## src/source/mips_pkg.sv

```systemverilog
package mips_pkg;

  typedef logic [31:0] word_t;     // Data or instruction word
  typedef logic [4:0]  reg_addr_t; // Register number

  // Primary opcode field, instr[31:26]
  typedef enum logic [5:0] {
    op_rtype = 6'h00,
    op_addi  = 6'h08,
    op_lw    = 6'h23,
    op_sw    = 6'h2b
  } opcode_t;

  // R-type function field, instr[5:0]
  localparam logic [5:0] funct_add = 6'h20;
  localparam logic [5:0] funct_sub = 6'h22;
  localparam logic [5:0] funct_and = 6'h24;
  localparam logic [5:0] funct_or  = 6'h25;
  localparam logic [5:0] funct_slt = 6'h2a;

  // Operation class handed from decode to execute
  typedef enum logic [1:0] {
    alu_add   = 2'b00, // Address calc and addi
    alu_sub   = 2'b01, // Reserved
    alu_funct = 2'b10  // Follow function field
  } alu_op_t;

  // Classic MIPS ALU control encoding
  typedef enum logic [2:0] {
    ctl_and = 3'b000,
    ctl_or  = 3'b001,
    ctl_add = 3'b010,
    ctl_sub = 3'b110,
    ctl_slt = 3'b111
  } alu_ctrl_t;

  typedef struct packed {
    logic    alu_src;    // Immediate as second operand
    alu_op_t alu_op;
    logic    reg_dst;    // Destination is rd
    logic    reg_write;
    logic    mem_read;
    logic    mem_write;
    logic    mem_to_reg; // Write back the loaded word
  } ctrl_t;

  typedef struct packed {
    word_t next_pc;
    word_t instr;
  } if_id_t;

  typedef struct packed {
    word_t      read_data_1;
    word_t      read_data_2;
    word_t      imm;         // Sign extended
    reg_addr_t  rt;
    reg_addr_t  rd;
    logic [5:0] funct;
    ctrl_t      ctrl;
  } id_ex_t;

  typedef struct packed {
    word_t     alu_result;
    word_t     store_data;
    reg_addr_t write_register;
    logic      reg_write;
    logic      mem_read;
    logic      mem_write;
    logic      mem_to_reg;
  } ex_mem_t;

  typedef struct packed {
    word_t     write_data;
    reg_addr_t write_register;
    logic      reg_write;
  } mem_wb_t;

endpackage

```

## src/source/if_stage.sv

```systemverilog
`timescale 1ns/1ps

module if_stage #(
  parameter int IMEM_DEPTH = 64
) (
  input  logic                          clk,
  input  logic                          i_reset,
  input  logic                          i_imem_we,
  input  logic [$clog2(IMEM_DEPTH)-1:0] i_imem_addr,
  input  mips_pkg::word_t               i_imem_data,
  output mips_pkg::if_id_t              o_if_id
);
  import mips_pkg::*;

  localparam int IMEM_AW = $clog2(IMEM_DEPTH);

  word_t pc;
  word_t next_pc;
  word_t instr;
  logic  pc_in_range;

  word_t imem [IMEM_DEPTH];

  // Program load port
  always_ff @(posedge clk) begin
    if (i_imem_we) begin
      imem[i_imem_addr] <= i_imem_data;
    end
  end

  assign next_pc = pc + 32'd4; // No branches, always sequential

  always_ff @(posedge clk) begin
    if (i_reset) begin
      pc <= '0;
    end else begin
      pc <= next_pc;
    end
  end

  assign pc_in_range = (pc[31:2] < IMEM_DEPTH);

  // Past the end of memory the core sees no-ops
  assign instr = pc_in_range ? imem[pc[IMEM_AW+1:2]] : '0;

  assign o_if_id.next_pc = next_pc;
  assign o_if_id.instr   = instr;

endmodule

```

## config.mk

```make
export PLATFORM = sky130hd
export DESIGN_NAME = if_stage
export DESIGN_NICKNAME = d
export VERILOG_FILES = /design/src/source/mips_pkg.sv /design/src/source/if_stage.sv
export SDC_FILE = /design/constraint.sdc
export NUM_CORES = 2
export LEC_CHECK = 0
export BUFFER_PORTS_ARGS = -buffer_cell sky130_fd_sc_hd__buf_2
export CAP_MARGIN = 25
export CORE_ASPECT_RATIO = 0.6
export CORE_UTILIZATION = 50
export DETAILED_ROUTE_END_ITERATION = 7
export PLACE_DENSITY = 0.77
export SYNTH_ARGS = -nofsm -noshare
export SYNTH_HDL_FRONTEND = slang
export SYNTH_SLANG_ARGS = --single-unit
```

## constraint.sdc

```tcl
create_clock -name clk -period 3.7 [get_ports clk]
set_input_delay 0.185 -clock clk [delete_from_list [all_inputs] [get_ports clk]]
set_output_delay 0.185 -clock clk [all_outputs]
set_load 0.01 [all_outputs]
```

==> metrics <==
crit path DAT 3.64 ns; met2 WL 96600 um; total track usage 27.4%; die width 517 um; met1 wire length 82400 um; DRT Pass-1 Iters 6; routed via count 42594; Critical Path Start Type flip-flop; antenna violations before repair 3; hpwl dp 127000 um; Setup crit end kind output pin; top cells by count, synth edfxtp_1 (2048), mux4_2 (450), nand2_1 (205), mux2i_1 (127), o22ai_1 (90); post-synthesis sequential area ratio 78.0%; FF+latch area 62100 um^2; detailed router's first-iteration violation count 7417; Crit Path Category flip-flop to output pin; max-slew violations 0; synthesized instance count 3689; IO Pins 105; Combinational Power Share 7.3%; Final WS setup -0.128 ns; worst-path fanout max 48; Psw 10.5 mW; PnR Total Power 47.6 mW; Crit path required time 3.51 ns; area leader, netlist edfxtp_1; DR vias/cell 6.67; CTS sink count 2078; Final Cycle Share 103%; die height 311 um; initial core utilization 50.3%; Layout area overhead 16.1%; Most used DFF post-synth edfxtp_1; RSZ-0062 raised after global routing yes; Synth area leaders edfxtp_1 (77%), mux4_2 (13%), mux2i_1 (1.6%); Pwr per Cell Area 515 nW/um^2; CTS tree yes; top sig layer met5; share of cells above drive strength 1 31.3%; worst skew pair latency 0.81 ns; pin count of the biggest net entering global routing 97; Yosys reg bits 2078; Routed Antenna Nets 0; synth warn 0; maximum buffer depth of the clock tree 3; share of the synthesized area in the top cell type 77.2%; Row Count 113; Multi-input gate area 17600 um^2; wire length on met3 38100 um; global-route wire length before repair 308000 um; Max Cap Violations 0; minimum clock period 3.83 ns; port buffer count 102; filler cell count 10751; die area 161000 um^2; Max Freq 261 MHz; Syn Std Cell Area 79700 um^2; Worst-path clk slew 0.07 ns; core area 158000 um^2; Clock power frac 38.0%; clock skew 0.0215 ns; worst hold path class input port to flip-flop; vias in the first global route 40983; Switching Fraction 22.1%; H-tree depth 4; syn_area_per_cell 21.6 um^2; CTS root buf clkbuf_16; Avg WL per Cell 35.1 um; relative slew slack 30.6%; Post-route DRC 0; final setup fails 3; # nets final 4158; sequential power share 54.8%; Yosys cell types 58; final WL 224000 um; Peak VDD IR 0.513 mV; CTS buffer count 172; placer congestion estimate 0.871; pin slew with the least headroom to its limit 1.04 ns; cell with the most instances after synthesis edfxtp_1; status finished with violations; fin util 58.4%; grt ovf 0; LEAKAGE 28.8 nW; P_int 37.0 mW; Hold Fails Final Rpt 0; Post-synth ARST share 0%; setup TNS -0.144 ns; EDFF count, synth 2048; failing checks setup timing
## stage by stage
stage	area (um^2)	cells	hold WS (ns)	setup WS [ns]
finish	92500	6382	0.0244	-0.128
global route	92400	6381	0.0193	-0.0768
global placement	84900	5988	0.516	0.120
detailed placement	85100	5997	0.522	0.154
CTS	91600	6347	0.00300	-0.0224
floorplan	79700	3690	0.284	0.168
## registers in the layout, indices dropped and copies added, names as in the netlist
signal / cells
pc: 30
imem: 2048
## power groups by stage
stage	Sequential, mW	Combinational, mW	Clock (mW)
6_report	26.0	3.47	18.1
5_1_grt	26.0	3.58	19.0
4_1_cts	26.1	3.26	18.1
3_5_place_dp	26.6	3.00	0
3_3_place_gp	26.6	2.92	0
2_1_floorplan	26.5	1.78	0
## repair_timing
| item | in CTS | in global routing |
|---|---|---|
| gates resized for setup | 116 | 72 |
| hold buffers | 19 | 7 |
| endpoints found under the setup margin | 44 | 39 |
| buffers inserted | 13 | 14 |
| endpoints found under the hold margin | 465 | 148 |
| gates cloned | 7 | 5 |
| pin swaps | 5 | 15 |
## cells in the final DEF (no fill, tap or decap), types with 13 or more instances in the layout
cell type      count
clkbuf_1          34
buf_16            14
clkinv_2          36
dfxtp_1           24
clkbuf_16        180
a2111oi_2         31
dlygate4sd3_1     26
nor2_4            64
edfxtp_1        2048
a2111oi_4         13
mux2i_1          125
nor3_1            20
nand3_1           17
nand2_1          203
mux4_2           450
buf_6             15
nor4_1            20
nor2_1            18
a311o_1           26
clkinv_1          33
xnor2_1           16
buf_4            236
nor3_2            14
buf_12            63
a21oi_1           51
a22o_1            62
a21oi_2           14
nor2b_1           30
nor4_2            13
buf_2            102
o22ai_1           87
## cells by family (layout without fill, tap and decap cells)
group	Yosys count	count (layout)	share of synthesized area, %
AO/OA/AOI/OAI	320	320	3.02
AND/OR/NAND/NOR	461	461	2.73
other	1	4	0.00471
flip-flops	2078	2078	78.0
buffers and inverters	220	783	1.59
multiplexers	580	580	14.4
XOR/XNOR	28	28	0.308
adder cells (fa/ha/maj)	1	1	0.0157
## critical path, cell delays in order (launching register included)
cell,delay [ns]
dfxtp_4,0.50
buf_4,0.21
buf_12,0.12
clkbuf_16,0.32
mux4_2,0.26
o22ai_1,0.08
buf_4,0.18
a311o_1,0.39
nor4_1,0.53
buf_2,0.24
## area by class of cell
cell class / count / share of cell area [%]
Clock inverter: 102 / 0.988
Multi-Input combinational cell: 1392 / 19.0
Timing Repair Buffer: 468 / 5.05
Tap cell: 2127 / 2.88
Antenna cell: 2 / 0.00541
Sequential cell: 2078 / 67.2
Clock buffer: 209 / 4.87
Inverter: 4 / 0.0189
## final timing paths
| check | from | to | slack (ns) | depth (start not counted) |
|---|---|---|---|---|
| hold / removal | i_imem_data[27] | imem[35][27] | 0.02 | 1 |
| setup / recovery | pc[4] | o_if_id[0] | -0.13 | 9 |
| setup reg to reg | pc[2] | pc[29] | 1.11 | 8 |
| hold reg to reg | pc[29] | pc[29] | 0.54 | 2 |
## per-layer routing
layer | up-vias | track usage (%)
met5 | - | 0
met4 | 6 | 7.71
met3 | 439 | 9.98
met2 | 3809 | 37.9
met1 | 21960 | 41.0
li1 | 16380 | -
(Power assumes the default switching activity.)
