## src/source/mips_pkg.sv

```systemverilog
package mips_pkg;

  typedef logic [31:0] word_t;     // Data or instruction word
  typedef logic [4:0]  reg_addr_t; // Register number

  // Primary opcode field, instr[31:26]
  typedef enum logic [5:0] {
    op_rtype = 6'h00,
    op_addi  = 6'h08,
    op_lw    = 6'h23,
    op_sw    = 6'h2b
  } opcode_t;

  // R-type function field, instr[5:0]
  localparam logic [5:0] funct_add = 6'h20;
  localparam logic [5:0] funct_sub = 6'h22;
  localparam logic [5:0] funct_and = 6'h24;
  localparam logic [5:0] funct_or  = 6'h25;
  localparam logic [5:0] funct_slt = 6'h2a;

  // Operation class handed from decode to execute
  typedef enum logic [1:0] {
    alu_add   = 2'b00, // Address calc and addi
    alu_sub   = 2'b01, // Reserved
    alu_funct = 2'b10  // Follow function field
  } alu_op_t;

  // Classic MIPS ALU control encoding
  typedef enum logic [2:0] {
    ctl_and = 3'b000,
    ctl_or  = 3'b001,
    ctl_add = 3'b010,
    ctl_sub = 3'b110,
    ctl_slt = 3'b111
  } alu_ctrl_t;

  typedef struct packed {
    logic    alu_src;    // Immediate as second operand
    alu_op_t alu_op;
    logic    reg_dst;    // Destination is rd
    logic    reg_write;
    logic    mem_read;
    logic    mem_write;
    logic    mem_to_reg; // Write back the loaded word
  } ctrl_t;

  typedef struct packed {
    word_t next_pc;
    word_t instr;
  } if_id_t;

  typedef struct packed {
    word_t      read_data_1;
    word_t      read_data_2;
    word_t      imm;         // Sign extended
    reg_addr_t  rt;
    reg_addr_t  rd;
    logic [5:0] funct;
    ctrl_t      ctrl;
  } id_ex_t;

  typedef struct packed {
    word_t     alu_result;
    word_t     store_data;
    reg_addr_t write_register;
    logic      reg_write;
    logic      mem_read;
    logic      mem_write;
    logic      mem_to_reg;
  } ex_mem_t;

  typedef struct packed {
    word_t     write_data;
    reg_addr_t write_register;
    logic      reg_write;
  } mem_wb_t;

endpackage

```

## src/source/mem_stage.sv

```systemverilog
`timescale 1ns/1ps

module mem_stage #(
  parameter int DMEM_DEPTH = 64
) (
  input  logic              clk,
  input  logic              i_reset,
  input  mips_pkg::ex_mem_t i_ex_mem,
  output mips_pkg::mem_wb_t o_mem_wb
);
  import mips_pkg::*;

  localparam int DMEM_AW = $clog2(DMEM_DEPTH);

  logic [DMEM_AW-1:0] addr;
  logic               addr_ok;
  word_t              load_data;

  word_t dmem [DMEM_DEPTH];

  // Word addressed, byte offset ignored
  assign addr    = i_ex_mem.alu_result[DMEM_AW+1:2];
  assign addr_ok = (i_ex_mem.alu_result[31:2] < DMEM_DEPTH);

  always_ff @(posedge clk) begin
    if (i_reset) begin
      for (int i = 0; i < DMEM_DEPTH; i++) begin
        dmem[i] <= '0;
      end
    end else if (i_ex_mem.mem_write && addr_ok) begin
      dmem[addr] <= i_ex_mem.store_data;
    end
  end

  assign load_data = (i_ex_mem.mem_read && addr_ok) ? dmem[addr] : '0;

  // Write-back data select
  always_comb begin
    o_mem_wb.write_data     = i_ex_mem.mem_to_reg ? load_data : i_ex_mem.alu_result;
    o_mem_wb.write_register = i_ex_mem.write_register;
    o_mem_wb.reg_write      = i_ex_mem.reg_write;
  end

endmodule

```

## config.mk

```make
export PLATFORM = sky130hd
export DESIGN_NAME = mem_stage
export DESIGN_NICKNAME = d
export VERILOG_FILES = /design/src/source/mips_pkg.sv /design/src/source/mem_stage.sv
export SDC_FILE = /design/constraint.sdc
export NUM_CORES = 2
export LEC_CHECK = 0
export BUFFER_PORTS_ARGS = -buffer_cell sky130_fd_sc_hd__buf_2
export CELL_PAD_IN_SITES_DETAIL_PLACEMENT = 1
export CELL_PAD_IN_SITES_GLOBAL_PLACEMENT = 1
export CORE_UTILIZATION = 58
export DETAILED_ROUTE_END_ITERATION = 10
export PLACE_DENSITY_LB_ADDON = 0.05
export SETUP_SLACK_MARGIN = 0.05
export SLEW_MARGIN = 40
export SYNTH_ARGS = -nofsm -noshare
export SYNTH_HDL_FRONTEND = slang
export SYNTH_SLANG_ARGS = --single-unit
export TNS_END_PERCENT = 1
```

## constraint.sdc

```tcl
create_clock -name clk -period 3.5 [get_ports clk]
set_input_delay 0.175 -clock clk [delete_from_list [all_inputs] [get_ports clk]]
set_output_delay 0.175 -clock clk [all_outputs]
set_load 0.01 [all_outputs]
```

==> results.toml <==
[run_status]
status = "complete, but fails checks"
violations = "negative setup slack"

[timing]
max_freq_ghz = 0.2731
finalHoldViolCount = 0
fin_crit_sh = 1.046
min_period_ns = 3.662
finalSetupViolations = 11
slew_headroom = 0.3270
setup_tns_ns = -0.8955
postLayoutSetupSlackWorst_ns = -0.1622
rsz0062_at_grt = "yes"
slew_violations = 0
tightest_slew_ns = 1.010

[worst_setup_path]
cp_data_arrival_time_ns = 3.49
cpLargestDelayFamily = "compound AO/OA/AOI/OAI gates"
cp_cell_sequence = "mux4_2 -> o22ai_1 -> o32ai_1 -> nand3_1 -> o2bb2ai_1 -> buf_2"
path_max_fanout = 1
worstPathBufferInverterCount = 1
cp_num_cells = 6
critPathMaxStageDelay_ns = 0.77
setup.worst_path.end_class = "output port"
cp_slowest_cell = "o32ai_1"
critPathKind = "flop to output port"
start_kind = "flop"
crit_required_ns = 3.32

[clocking]
htree_levels = 4
cts.reportedPaths.clkPinSlew_ns = 0.06
clockBufferDepth = 3
cts.sink_count = 2048
cts_tree = "yes"
cts_buffers = 208
root_buffer = "clkbuf_16"

[drt]
wl_met3_um = 53810
wl_met2_um = 161000
vias = 64370
via_per_inst = 6.979
antenna_left = 0
drt-initial-drc-count = 10060
wl_um = 368900
first_pass_iters = 6
drc_errors = 0
wire_per_inst_um = 40.00
highest_layer = "met5"
wl_met1_um = 125600

[cells_and_area]
largest_reg_flops = 2048
max_flop_register = "dmem"
reg.largest.list = "dmem x2048"
nFillCells = 14530
drive_gt1_frac = 0.2139
ff_latch_area_mm2 = 0.06150
area_delta_synth_final_pct = 13.64
final_net_count = 6960
multiInputGateArea_mm2 = 0.02952

[logic_synthesis]
synth_largest_area_cell = "edfxtp_1"
synth_top_area_share = 0.6548
synth_warnings = 0
yosysSeqAreaShare = 0.6548
syn_inst = 6657
synth-edff-count = 2048
synth_area_mm2 = 0.09392
yosys-top-cells-count = "and2_1, edfxtp_1, clkbuf_1"
synthFlopType = "edfxtp_1"
synth_seq_cells = 2048
synth_area_leaders = "edfxtp_1, and2_1, mux4_2"
syn-num-nets = 6732
postSynthAreaPerCell_um2 = 14.11
synth.most_common_cell = "and2_1"
async_reset_ff_frac = 0
synthDistinctLibCells = 73

[power_and_ir_drop]
ir_drop_uv = 535.7
power.total_mw = 54.75
p_leak_nw = 37.87
power.switching_mw = 13.49
clkPwrFrac = 0.384
p_sw_frac = 0.2465
p_comb_frac = 0.095
p_int_mw = 41.26
powerDensity_mw_per_mm2 = 513.0
seqPwrFrac = 0.521

[flow_run]
cap_violations = 0

[grt]
antenna_found_initial = 34
grt_pass1_vias = 65120
track_usage = 0.4525
grt_pass1_wl_um = 509000
grt_overflow = 0
grt_max_degree = 73

[die]
top_level_ports = 113
start_util = 0.5849
die-area_mm2 = 0.1636
fp.dieW_um = 404.4
core_area_mm2 = 0.1606
rows = 147
die_h_um = 404.4

[place]
gp_congestion = 1.023
numPortBuffers = 100
hpwl_um = 235600

[min_path]
hp-class = "input pin to flop"
whs_path_depth = 2
layer usage:
layer,GRT usage,vias up
met1,0.5742,33220
met4,0.2907,24
met2,0.6650,5013
li1,-,24930
met5,0,-
met3,0.1556,1177
logic make-up after synthesis:
logic type	synth area share
AO/OA/AOI/OAI	0.06354
AND/OR/NAND/NOR	0.1606
buffers and inverters	0.03501
multiplexers	0.08610
flip-flops	0.6548
through the flow:
stage | instance area (um^2) | hold slack [ns] | cells | util | worst slack [ns]
6_report | 106700 | 0.06294 | 9223 | 0.6647 | -0.1622
5_1_grt | 106700 | 0.04009 | 9215 | 0.6646 | 0.007319
4_1_cts | 106700 | 0.008880 | 9215 | 0.6645 | 0.007968
3_5_place_dp | 100200 | 0.3501 | 8817 | 0.6243 | 0.01566
3_3_place_gp | 100100 | 0.3501 | 8814 | 0.6236 | -0.2458
2_1_floorplan | 93920 | 0.4418 | 6657 | - | 1.203
placed cells by master, fill, tap and decap left out, drive strengths merged, types with 9 or more instances in the layout:
cell	instances
mux2i	170
o21ai	107
a221o	11
a2bb2oi	20
o22ai	243
a32o	21
clkinv	99
o32ai	17
clkbuf	273
o22a	20
nor4	11
o211ai	11
nor2	138
mux2	143
a22o	12
a2111oi	9
a21oi	104
buf	701
nor2b	14
nor3	13
a221oi	24
a32oi	10
or2	68
nand2	157
o221ai	117
dlygate4sd3	18
inv	12
and2	2052
nand3	33
edfxtp	2048
mux4	212
a22oi	43
a211oi	34
timing repair:
action / in CTS / in global routing
resized for setup: 16 / 3
endpoints found under the setup margin: 8 / 11
hold buffers: 18 / 0
setup buffers: 0 / 0
pin swaps: 0 / 0
hold endpoints to repair: 272 / 0
final timing paths:
kind / start / end / slack, ns
setup / recovery: dmem[32][13] / o_mem_wb[19] / -0.16
hold / removal: i_ex_mem[25] / dmem[18][16] / 0.06
cell type report:
type / instances / share of cell area
flip-flops and latches: 2048 / 0.5762
clock buffers: 273 / 0.05225
multi-input cells: 3898 / 0.2765
well taps: 2160 / 0.02532
diodes: 8 / 0.0001876
inverters: 10 / 0.0004337
clock inverters: 107 / 0.005791
repair buffers: 719 / 0.06330
power by group through the flow:
stage	combinational [mW]	clock [mW]	sequential [mW]
floorplan	2.34	0	28.8
global placement	4.81	0	28.9
detailed placement	4.90	0	29.0
CTS	4.97	21.0	28.5
global route	5.15	21.8	28.6
finish	5.19	21.0	28.5
Note: power is estimated with default switching activity, not from simulation.
