===== config.mk =====
export PLATFORM = sky130hd
export DESIGN_NAME = ex_stage
export DESIGN_NICKNAME = d
export VERILOG_FILES = /design/src/source/mips_pkg.sv /design/src/source/ex_stage.sv
export SDC_FILE = /design/constraint.sdc
export NUM_CORES = 1
export LEC_CHECK = 0
export BUFFER_PORTS_ARGS = -buffer_cell sky130_fd_sc_hd__buf_2
export CAP_MARGIN = 20
export CORE_MARGIN = 1
export CORE_UTILIZATION = 45
export DETAILED_ROUTE_END_ITERATION = 12
export PLACE_DENSITY = 0.73
export SYNTH_ARGS = -nofsm -noshare
export SYNTH_HDL_FRONTEND = slang
export SYNTH_SLANG_ARGS = --single-unit

===== constraint.sdc =====
create_clock -name vclk -period 19.9
set_input_delay 5.97 -clock vclk [all_inputs]
set_output_delay 5.97 -clock vclk [all_outputs]
set_load 0.01 [all_outputs]

===== src/source/mips_pkg.sv =====
package mips_pkg;

  typedef logic [31:0] word_t;     // Data or instruction word
  typedef logic [4:0]  reg_addr_t; // Register number

  // Primary opcode field, instr[31:26]
  typedef enum logic [5:0] {
    op_rtype = 6'h00,
    op_addi  = 6'h08,
    op_lw    = 6'h23,
    op_sw    = 6'h2b
  } opcode_t;

  // R-type function field, instr[5:0]
  localparam logic [5:0] funct_add = 6'h20;
  localparam logic [5:0] funct_sub = 6'h22;
  localparam logic [5:0] funct_and = 6'h24;
  localparam logic [5:0] funct_or  = 6'h25;
  localparam logic [5:0] funct_slt = 6'h2a;

  // Operation class handed from decode to execute
  typedef enum logic [1:0] {
    alu_add   = 2'b00, // Address calc and addi
    alu_sub   = 2'b01, // Reserved
    alu_funct = 2'b10  // Follow function field
  } alu_op_t;

  // Classic MIPS ALU control encoding
  typedef enum logic [2:0] {
    ctl_and = 3'b000,
    ctl_or  = 3'b001,
    ctl_add = 3'b010,
    ctl_sub = 3'b110,
    ctl_slt = 3'b111
  } alu_ctrl_t;

  typedef struct packed {
    logic    alu_src;    // Immediate as second operand
    alu_op_t alu_op;
    logic    reg_dst;    // Destination is rd
    logic    reg_write;
    logic    mem_read;
    logic    mem_write;
    logic    mem_to_reg; // Write back the loaded word
  } ctrl_t;

  typedef struct packed {
    word_t next_pc;
    word_t instr;
  } if_id_t;

  typedef struct packed {
    word_t      read_data_1;
    word_t      read_data_2;
    word_t      imm;         // Sign extended
    reg_addr_t  rt;
    reg_addr_t  rd;
    logic [5:0] funct;
    ctrl_t      ctrl;
  } id_ex_t;

  typedef struct packed {
    word_t     alu_result;
    word_t     store_data;
    reg_addr_t write_register;
    logic      reg_write;
    logic      mem_read;
    logic      mem_write;
    logic      mem_to_reg;
  } ex_mem_t;

  typedef struct packed {
    word_t     write_data;
    reg_addr_t write_register;
    logic      reg_write;
  } mem_wb_t;

endpackage


===== src/source/ex_stage.sv =====
`timescale 1ns/1ps

module ex_stage (
  input  mips_pkg::id_ex_t  i_id_ex,
  output mips_pkg::ex_mem_t o_ex_mem
);
  import mips_pkg::*;

  ctrl_t     ctrl;
  alu_ctrl_t alu_ctrl;
  word_t     op_a;
  word_t     op_b;
  word_t     alu_result;
  reg_addr_t write_register;

  assign ctrl = i_id_ex.ctrl;

  // ALU control from operation class and function field
  always_comb begin
    case (ctrl.alu_op)
      alu_add: alu_ctrl = ctl_add;
      alu_sub: alu_ctrl = ctl_sub;
      alu_funct: begin
        case (i_id_ex.funct)
          funct_add: alu_ctrl = ctl_add;
          funct_sub: alu_ctrl = ctl_sub;
          funct_and: alu_ctrl = ctl_and;
          funct_or:  alu_ctrl = ctl_or;
          funct_slt: alu_ctrl = ctl_slt;
          default:   alu_ctrl = ctl_add;
        endcase
      end
      default: alu_ctrl = ctl_add;
    endcase
  end

  assign op_a = i_id_ex.read_data_1;
  assign op_b = ctrl.alu_src ? i_id_ex.imm : i_id_ex.read_data_2;

  always_comb begin
    case (alu_ctrl)
      ctl_and: alu_result = op_a & op_b;
      ctl_or:  alu_result = op_a | op_b;
      ctl_add: alu_result = op_a + op_b;
      ctl_sub: alu_result = op_a - op_b;
      ctl_slt: alu_result = ($signed(op_a) < $signed(op_b)) ? 32'd1 : 32'd0; // Signed compare
      default: alu_result = op_a + op_b;
    endcase
  end

  assign write_register = ctrl.reg_dst ? i_id_ex.rd : i_id_ex.rt;

  always_comb begin
    o_ex_mem.alu_result     = alu_result;
    o_ex_mem.store_data     = i_id_ex.read_data_2;
    o_ex_mem.write_register = write_register;
    o_ex_mem.reg_write      = ctrl.reg_write && (write_register != '0); // Drop writes to r0
    o_ex_mem.mem_read       = ctrl.mem_read;
    o_ex_mem.mem_write      = ctrl.mem_write;
    o_ex_mem.mem_to_reg     = ctrl.mem_to_reg;
  end

endmodule


==> impl_metrics.tcl <==
set metrics [dict create \
    cp.arrival_ns 9.92 \
    vdd.ir_drop.worst_uv 16.5 \
    nets 1193 \
    cp-endpoint "o_ex_mem[72]" \
    die_w_um 114 \
    drtIter0Drc 446 \
    nFillCells 1258 \
    dieArea_um2 13100 \
    fin_hold_ws_ns 11.94 \
    fmax_mhz 63.0 \
    yosysSeqAreaShare_pct 0 \
    post-route-period-util_pct 79.8 \
    cpMaxStageDelayCell "buf_4" \
    core_um2 12200 \
    synthCells 835 \
    drc 0 \
    avgSynthCellArea_um2 6.81 \
    antenna_found_initial 0 \
    portBuffers 187 \
    ios 193 \
    maxCapViolations 0 \
    syn_nets 1067 \
    critical-path-max-stage-delay_ns 0.45 \
    start_util_pct 46.8 \
    slew_headroom_pct 31.9 \
    track_usage_pct 24.9 \
    cp_common_cell "buf_2" \
    multiInputGateArea_um2 4990 \
    first_pass_iters 5 \
    hp-class "in -> out" \
    powerDensity_nw_per_um2 35.3 \
    startpoint_type "primary input" \
    path_class "in -> out" \
    cp_max_fo 19 \
    wire_per_inst_um 15.1 \
    cts_resized 0 \
    grt_pass1_wl_um 27100 \
    ys_types 65 \
    drive_gt1_share_pct 22.9 \
    worst_setup_path_end_kind "output pin" \
    drtAntennaViolNets 0 \
    postCtsHoldBufs 0 \
    finalCriticalPeriod_ns 15.89 \
    setup_viol 0 \
    p_leak_nw 3.37 \
    seq_cells 0 \
    status "complete, no violations" \
    grt_max_degree 39 \
    yosysWarnings 0 \
    post-dp-hpwl_um 13400 \
    rsz0062_at_grt "no" \
    wl_um 17000 \
    n_clock_buffer 0 \
    overflow 0 \
    regArea_um2 0 \
    crit_path_cell_trace "buf_2 -> buf_4 -> mux2i_1 -> ha_1 -> and3_1 -> o2111ai_1 -> a2bb2oi_2 -> nor4b_4 -> a2111oi_4 -> o41ai_2 -> a2111oi_1 -> nand2_1 -> o2bb2ai_1 -> buf_2" \
    setup_tns_ns 0 \
    vias_per_cell 5.75 \
    place.gp.congestion 0.948 \
    antenna_cells 0 \
    final-hold-violation-count 0 \
    drv_slew 0 \
    hold_depth 0 \
    crit_start "i_id_ex[7]" \
    postCtsSetupBuffers 0 \
    grt_pass1_vias 5757 \
    max_slew.worst_pin.slew_ns 1.02 \
    crit_required_ns 13.93 \
    vias 6483 \
    syn_area_um2 5690 \
    fp-row-count 40 \
    synthToLayoutAreaGrowth_pct 14.7 \
    die_y_um 114 \
    finalCoreUtilization_pct 53.6 \
]
-- power by group --
part           switching, mW  internal [mW]
Sequential                 0              0
Combinational          0.136         0.0939
Clock                      0              0
-- placed cells by master (no fill, tap or decap), types with 5 or more instances in the layout --
master,instances
mux2i_1,34
nand3_1,10
a21oi_1,86
ha_1,110
o21a_1,5
nand2_1,41
o21ai_0,52
a31oi_1,5
and2_1,6
xor2_1,6
o311ai_0,5
nor3_1,17
o211ai_1,15
nor2_1,83
a221oi_1,12
mux2_2,5
inv_1,92
o221ai_1,9
buf_2,187
nand2b_1,12
xnor2_1,18
nor4_1,5
or3_1,7
a211oi_1,8
nor2b_1,15
o21bai_1,10
o22ai_1,17
o31ai_1,6
a21o_1,14
-- worst min-delay path by stage --
stage / end / start
detailed placement: o_ex_mem[0] / i_id_ex[0]
finish: o_ex_mem[0] / i_id_ex[0]
global route: o_ex_mem[0] / i_id_ex[0]
CTS: o_ex_mem[0] / i_id_ex[0]
floorplan: o_ex_mem[0] / i_id_ex[0]
global placement: o_ex_mem[0] / i_id_ex[0]
-- routing by layer --
layer	share of wire [%]	GRT usage [%]	routed length [um]	vias up
met5	0	0	0	-
met4	0.66	2.86	112	0
met3	7.9	0.794	1340	10
met2	48	45.6	8070	290
met1	44	33.3	7440	2982
li1	-	-	-	3201
-- metrics by stage --
step                instance area [um2]  cells  worst slack, ns  power (mW)
detailed placement                 6510   1126             4.05       0.226
global route                       6520   1127             3.73       0.254
CTS                                6510   1126             4.05       0.227
floorplan                          5690    835             4.63       0.161
finish                             6520   1127             4.01       0.230
global placement                   6510   1126             4.12       0.225
-- synth_stat cells (all sizes together) (7+ instances only) --
cell,instances,share of area [%]
a21o,14,1.8
ha,110,24
a21oi,87,7.7
o22ai,17,1.9
nor2b,15,1.6
nand2b,12,1.3
o21bai,10,1.3
nor3,18,1.6
o211ai,15,2.0
nand2,42,2.8
a221oi,12,1.8
inv,92,6.1
nand3,10,0.88
buf,42,5.1
or3,7,0.77
a211oi,8,1.1
o221ai,9,1.4
nor2,83,5.5
clkbuf,26,1.7
mux2i,34,6.0
xnor2,18,2.8
o21ai,54,4.8
-- cell families after synthesis --
logic type      after synthesis  synth area share (%)
compound gates              283                  32.9
xor+xnor                     24                  3.69
fa+ha+maj                   112                  24.9
buf+inv                     160                  12.9
mux                          39                  6.97
simple gates                217                  18.6
-- layout make-up --
| cell class | instances | area share (%) |
|---|---|---|
| inverters | 92 | 5.29 |
| repair buffers | 192 | 15.0 |
| well taps | 168 | 3.22 |
| multi-input cells | 675 | 76.4 |
-- critical path: cells and delay by family --
kind                       cells  cell delay, ns
and+or+nand+nor                3            0.44
adders and majority gates      1            0.40
muxes                          1            0.42
AOI/OAI and AO/OA              6            1.67
buffers and inverters          3            0.99
No activity file was read; power rests on OpenSTA's default activity.
