--- src/source/mips_pkg.sv ---
package mips_pkg;

  typedef logic [31:0] word_t;     // Data or instruction word
  typedef logic [4:0]  reg_addr_t; // Register number

  // Primary opcode field, instr[31:26]
  typedef enum logic [5:0] {
    op_rtype = 6'h00,
    op_addi  = 6'h08,
    op_lw    = 6'h23,
    op_sw    = 6'h2b
  } opcode_t;

  // R-type function field, instr[5:0]
  localparam logic [5:0] funct_add = 6'h20;
  localparam logic [5:0] funct_sub = 6'h22;
  localparam logic [5:0] funct_and = 6'h24;
  localparam logic [5:0] funct_or  = 6'h25;
  localparam logic [5:0] funct_slt = 6'h2a;

  // Operation class handed from decode to execute
  typedef enum logic [1:0] {
    alu_add   = 2'b00, // Address calc and addi
    alu_sub   = 2'b01, // Reserved
    alu_funct = 2'b10  // Follow function field
  } alu_op_t;

  // Classic MIPS ALU control encoding
  typedef enum logic [2:0] {
    ctl_and = 3'b000,
    ctl_or  = 3'b001,
    ctl_add = 3'b010,
    ctl_sub = 3'b110,
    ctl_slt = 3'b111
  } alu_ctrl_t;

  typedef struct packed {
    logic    alu_src;    // Immediate as second operand
    alu_op_t alu_op;
    logic    reg_dst;    // Destination is rd
    logic    reg_write;
    logic    mem_read;
    logic    mem_write;
    logic    mem_to_reg; // Write back the loaded word
  } ctrl_t;

  typedef struct packed {
    word_t next_pc;
    word_t instr;
  } if_id_t;

  typedef struct packed {
    word_t      read_data_1;
    word_t      read_data_2;
    word_t      imm;         // Sign extended
    reg_addr_t  rt;
    reg_addr_t  rd;
    logic [5:0] funct;
    ctrl_t      ctrl;
  } id_ex_t;

  typedef struct packed {
    word_t     alu_result;
    word_t     store_data;
    reg_addr_t write_register;
    logic      reg_write;
    logic      mem_read;
    logic      mem_write;
    logic      mem_to_reg;
  } ex_mem_t;

  typedef struct packed {
    word_t     write_data;
    reg_addr_t write_register;
    logic      reg_write;
  } mem_wb_t;

endpackage

--- src/source/id_stage.sv ---
`timescale 1ns/1ps

module id_stage (
  input  logic              clk,
  input  logic              i_reset,
  input  mips_pkg::if_id_t  i_if_id,
  input  mips_pkg::mem_wb_t i_wb,
  output mips_pkg::id_ex_t  o_id_ex
);
  import mips_pkg::*;

  word_t     instr;
  opcode_t   opcode;
  reg_addr_t rs;
  reg_addr_t rt;
  reg_addr_t rd;
  ctrl_t     ctrl;
  word_t     imm;
  word_t     read_data_1;
  word_t     read_data_2;
  logic      wb_en;

  word_t regs [32];

  assign instr  = i_if_id.instr;
  assign opcode = opcode_t'(instr[31:26]);
  assign rs     = instr[25:21];
  assign rt     = instr[20:16];
  assign rd     = instr[15:11];
  assign imm    = {{16{instr[15]}}, instr[15:0]};

  // Main control decoder
  always_comb begin
    ctrl = '0;
    case (opcode)
      op_rtype: begin
        ctrl.alu_op    = alu_funct;
        ctrl.reg_dst   = 1'b1;
        ctrl.reg_write = 1'b1;
      end
      op_addi: begin
        ctrl.alu_src   = 1'b1;
        ctrl.alu_op    = alu_add;
        ctrl.reg_write = 1'b1;
      end
      op_lw: begin
        ctrl.alu_src    = 1'b1;
        ctrl.alu_op     = alu_add;
        ctrl.reg_write  = 1'b1;
        ctrl.mem_read   = 1'b1;
        ctrl.mem_to_reg = 1'b1;
      end
      op_sw: begin
        ctrl.alu_src   = 1'b1;
        ctrl.alu_op    = alu_add;
        ctrl.mem_write = 1'b1;
      end
      default: ctrl = '0; // Unknown opcode behaves as a no-op
    endcase
  end

  // Register 0 is never written so it stays zero
  assign wb_en = i_wb.reg_write && (i_wb.write_register != '0);

  always_ff @(posedge clk) begin
    if (i_reset) begin
      for (int i = 0; i < 32; i++) begin
        regs[i] <= '0;
      end
    end else if (wb_en) begin
      regs[i_wb.write_register] <= i_wb.write_data;
    end
  end

  // Write-through so a decode in the write-back cycle sees the new value
  assign read_data_1 = (wb_en && (i_wb.write_register == rs)) ? i_wb.write_data
                                                              : regs[rs];
  assign read_data_2 = (wb_en && (i_wb.write_register == rt)) ? i_wb.write_data
                                                              : regs[rt];

  always_comb begin
    o_id_ex.read_data_1 = read_data_1;
    o_id_ex.read_data_2 = read_data_2;
    o_id_ex.imm         = imm;
    o_id_ex.rt          = rt;
    o_id_ex.rd          = rd;
    o_id_ex.funct       = instr[5:0];
    o_id_ex.ctrl        = ctrl;
  end

endmodule

--- config.mk ---
export PLATFORM = sky130hd
export DESIGN_NAME = id_stage
export DESIGN_NICKNAME = d
export VERILOG_FILES = /design/src/source/mips_pkg.sv /design/src/source/id_stage.sv
export SDC_FILE = /design/constraint.sdc
export NUM_CORES = 2
export LEC_CHECK = 0
export BUFFER_PORTS_ARGS = -buffer_cell sky130_fd_sc_hd__buf_2
export CAP_MARGIN = 15
export CORE_ASPECT_RATIO = 1.4
export CORE_MARGIN = 1.5
export CORE_UTILIZATION = 65
export DETAILED_ROUTE_END_ITERATION = 16
export GPL_TIMING_DRIVEN = 0
export PLACE_DENSITY = 0.83
export SYNTH_ARGS = -nofsm -noshare
export SYNTH_HDL_FRONTEND = slang
export SYNTH_SLANG_ARGS = --single-unit
--- constraint.sdc ---
create_clock -name clk -period 6.6 [get_ports clk]
set_input_delay 1.65 -clock clk [delete_from_list [all_inputs] [get_ports clk]]
set_output_delay 1.65 -clock clk [all_outputs]
set_load 0.03 [all_outputs]
==> impl_metrics.ini <==
[logic_synthesis]
ys_ff_latch = 1024
synth_cells = 3490
syn_avg_cell_area_um2 = 15.6
synth_cell_types = 49
ys_seq_area_frac = 0.565
yosys.area.top_type = edfxtp_1
synth_top_area_share = 0.565
yosysWarnings = 0
synth_flop_cell = edfxtp_1
async_flop_share = 0
synth-edff-count = 1024
syn_area_um2 = 54400
synth_area_leaders = edfxtp_1, mux4_2, and2_1, o22ai_1, clkbuf_1

[critical_path]
cp.arrival_ns = 5.10
cp_cell_sequence = buf_2, clkbuf_1, nand3b_1, clkbuf_1, o22ai_1, nor4_1, mux2_4, buf_2
crit_fanout = 10
crit_path_top_delay_cell = clkbuf_1
end_kind = output pin
required_ns = 4.95
critPathKind = in2out
cp_slowest_stage_delay_ns = 0.82
cp-start-kind = input pin

[sta]
fmax_mhz = 148
slew_viol_final = 0
hold_viol = 0
fin_ws_ns = -0.147
fin_crit_sh = 1.02
rsz0062_at_grt = no
setup_tns_ns = -0.531
timing.final.setup_violations = 10
fin_crit_ns = 6.75
relSlewSlack = 0.126
timing.hold.ws_ns = 1.33
worstMarginPinSlew_ns = 1.31

[layout]
layout_commonest_cell = edfxtp_1
final_layout_size_suffix_gt1_frac = 0.284
nFillCells = 5218
fin_util = 0.724
largest_reg_flops = 1024
final_cell_area_um2 = 60100
final_net_count = 3894
regMostFlops = regs
top_regs = regs x1024
final_cell_mix = edfxtp_1, and2_1, mux4_2
area_growth_pct = 10.4

[pwr]
max-vdd-ir-drop_v = 0.000261
p_int_mw = 11.6
total_power_mw = 15.7
swShare = 0.260
combPwrFrac = 0.137
p_leak_nw = 20.5
switchingPower_mw = 4.08
seq_power_share = 0.491
pwr-share-clk = 0.372
pwr_density_cell_nw_per_um2 = 262

[floorplan]
die_x_um = 248
die_h_um = 345
pin_count = 224
core-area_um2 = 82900
num_rows = 125
dieArea_um2 = 85500
initial_utilization = 0.656

[global_routing]
grt_pass1_vias = 36470
grt_antenna_before_repair = 10
grt_max_degree = 33
grt_use_total = 0.449
grt_overflow = 0
grt_pass1_wl_mm = 260

[route]
vias = 37199
drc_errors = 0
wire_per_inst_um = 38.4
via_per_inst = 7.51
first_pass_iters = 6
drtAntennaViolNets = 0
drtIter0Drc = 6573
wirelength_mm = 190

[cts]
clockRootBuffer = clkbuf_16
htreeDepth = 3
post_cts_buffers = 0
ctsLongestPathBuffers = 3
clk_pin_slew_ns = 0.07
cts_tree = done
cts_sinks = 1024
numCtsBuffers = 93
cts-hold-fix-buffers = 0

[flow_run]
cap_violations = 0

[hold_path]
min_path_cells = 2
hold_class = in2reg

[placement]
placed_area_um2 = 56800
dp_hpwl_mm = 134
gp_congestion = 1.03
io_buffers = 165

[status]
outcome = finished, violations left
violations = setup timing
## final cells by class
| class | instances | area (µm²) | share of cell area |
|---|---|---|---|
| multi-input cells | 2052 | 21700 | 0.361 |
| diodes | 4 | 10.0 | 0.000167 |
| flip-flops and latches | 1024 | 30700 | 0.512 |
| repair buffers | 173 | 947 | 0.0158 |
| inverters | 3 | 11.3 | 0.000188 |
| clock inverters | 62 | 724 | 0.0121 |
| clock buffers | 110 | 2450 | 0.0409 |
| well taps | 1079 | 1350 | 0.0225 |
| plain buffers | 443 | 2120 | 0.0353 |
## layer usage
| layer | wire length (µm) | GRT usage | part of all wire |
|---|---|---|---|
| met5 | 46 | 0 | 0.00024 |
| met4 | 14600 | 0.278 | 0.077 |
| met3 | 31700 | 0.168 | 0.17 |
| met2 | 86300 | 0.669 | 0.45 |
| met1 | 57600 | 0.558 | 0.30 |
## critical path, delay by kind of cell
kind | cells | cell delay (ns)
buffers and inverters | 4 | 1.52
AND/OR/NAND/NOR | 2 | 1.16
AO/OA/AOI/OAI | 1 | 0.46
multiplexers | 1 | 0.29
## cell families (layout without fill, tap and decap cells)
group	after synthesis	after routing	share of synthesized area
compound gates	259	259	0.0305
xor+xnor	10	10	0.00161
buf+inv	446	791	0.0391
flops	1024	1024	0.565
mux	577	577	0.229
other cells	1	37	0.0000689
simple gates	1173	1173	0.134
## power groups by stage
stage | Sequential (mW) | Clock, mW | Combinational, mW
finish | 7.71 | 5.84 | 2.16
global route | 7.73 | 5.96 | 2.18
CTS | 7.69 | 5.74 | 2.08
detailed placement | 7.83 | 0 | 2.07
global placement | 7.78 | 0 | 2.04
floorplan | 7.74 | 0 | 1.37
## final timing paths
check / start / to / slack [ns]
hold / removal: i_wb[37] / regs[1][31] / 1.33
setup / recovery: i_if_id[18] / o_id_ex[85] / -0.15
## cells in the mapped netlist, drive strengths merged, types with 8 or more instances
library cell     n
nand3b          10
nand3            8
or2             31
and2           962
nor2            37
nor4            65
mux4           511
nor3            33
clkbuf         266
mux2            65
edfxtp        1024
o22ai          249
buf            177
or3b             8
## per-stage QoR
step / setup WS [ns] / cells
CTS: 0.00118 / 4943
floorplan: 1.29 / 3522
finish: -0.147 / 4950
global route: 0.0119 / 4947
detailed placement: -0.0138 / 4771
global placement: 0.00110 / 4766
## repair_timing
action,CTS,global route
resized for setup,2,10
cloned,0,0
endpoints found under the setup margin,2,10
Note: power is estimated with default switching activity, not from simulation.
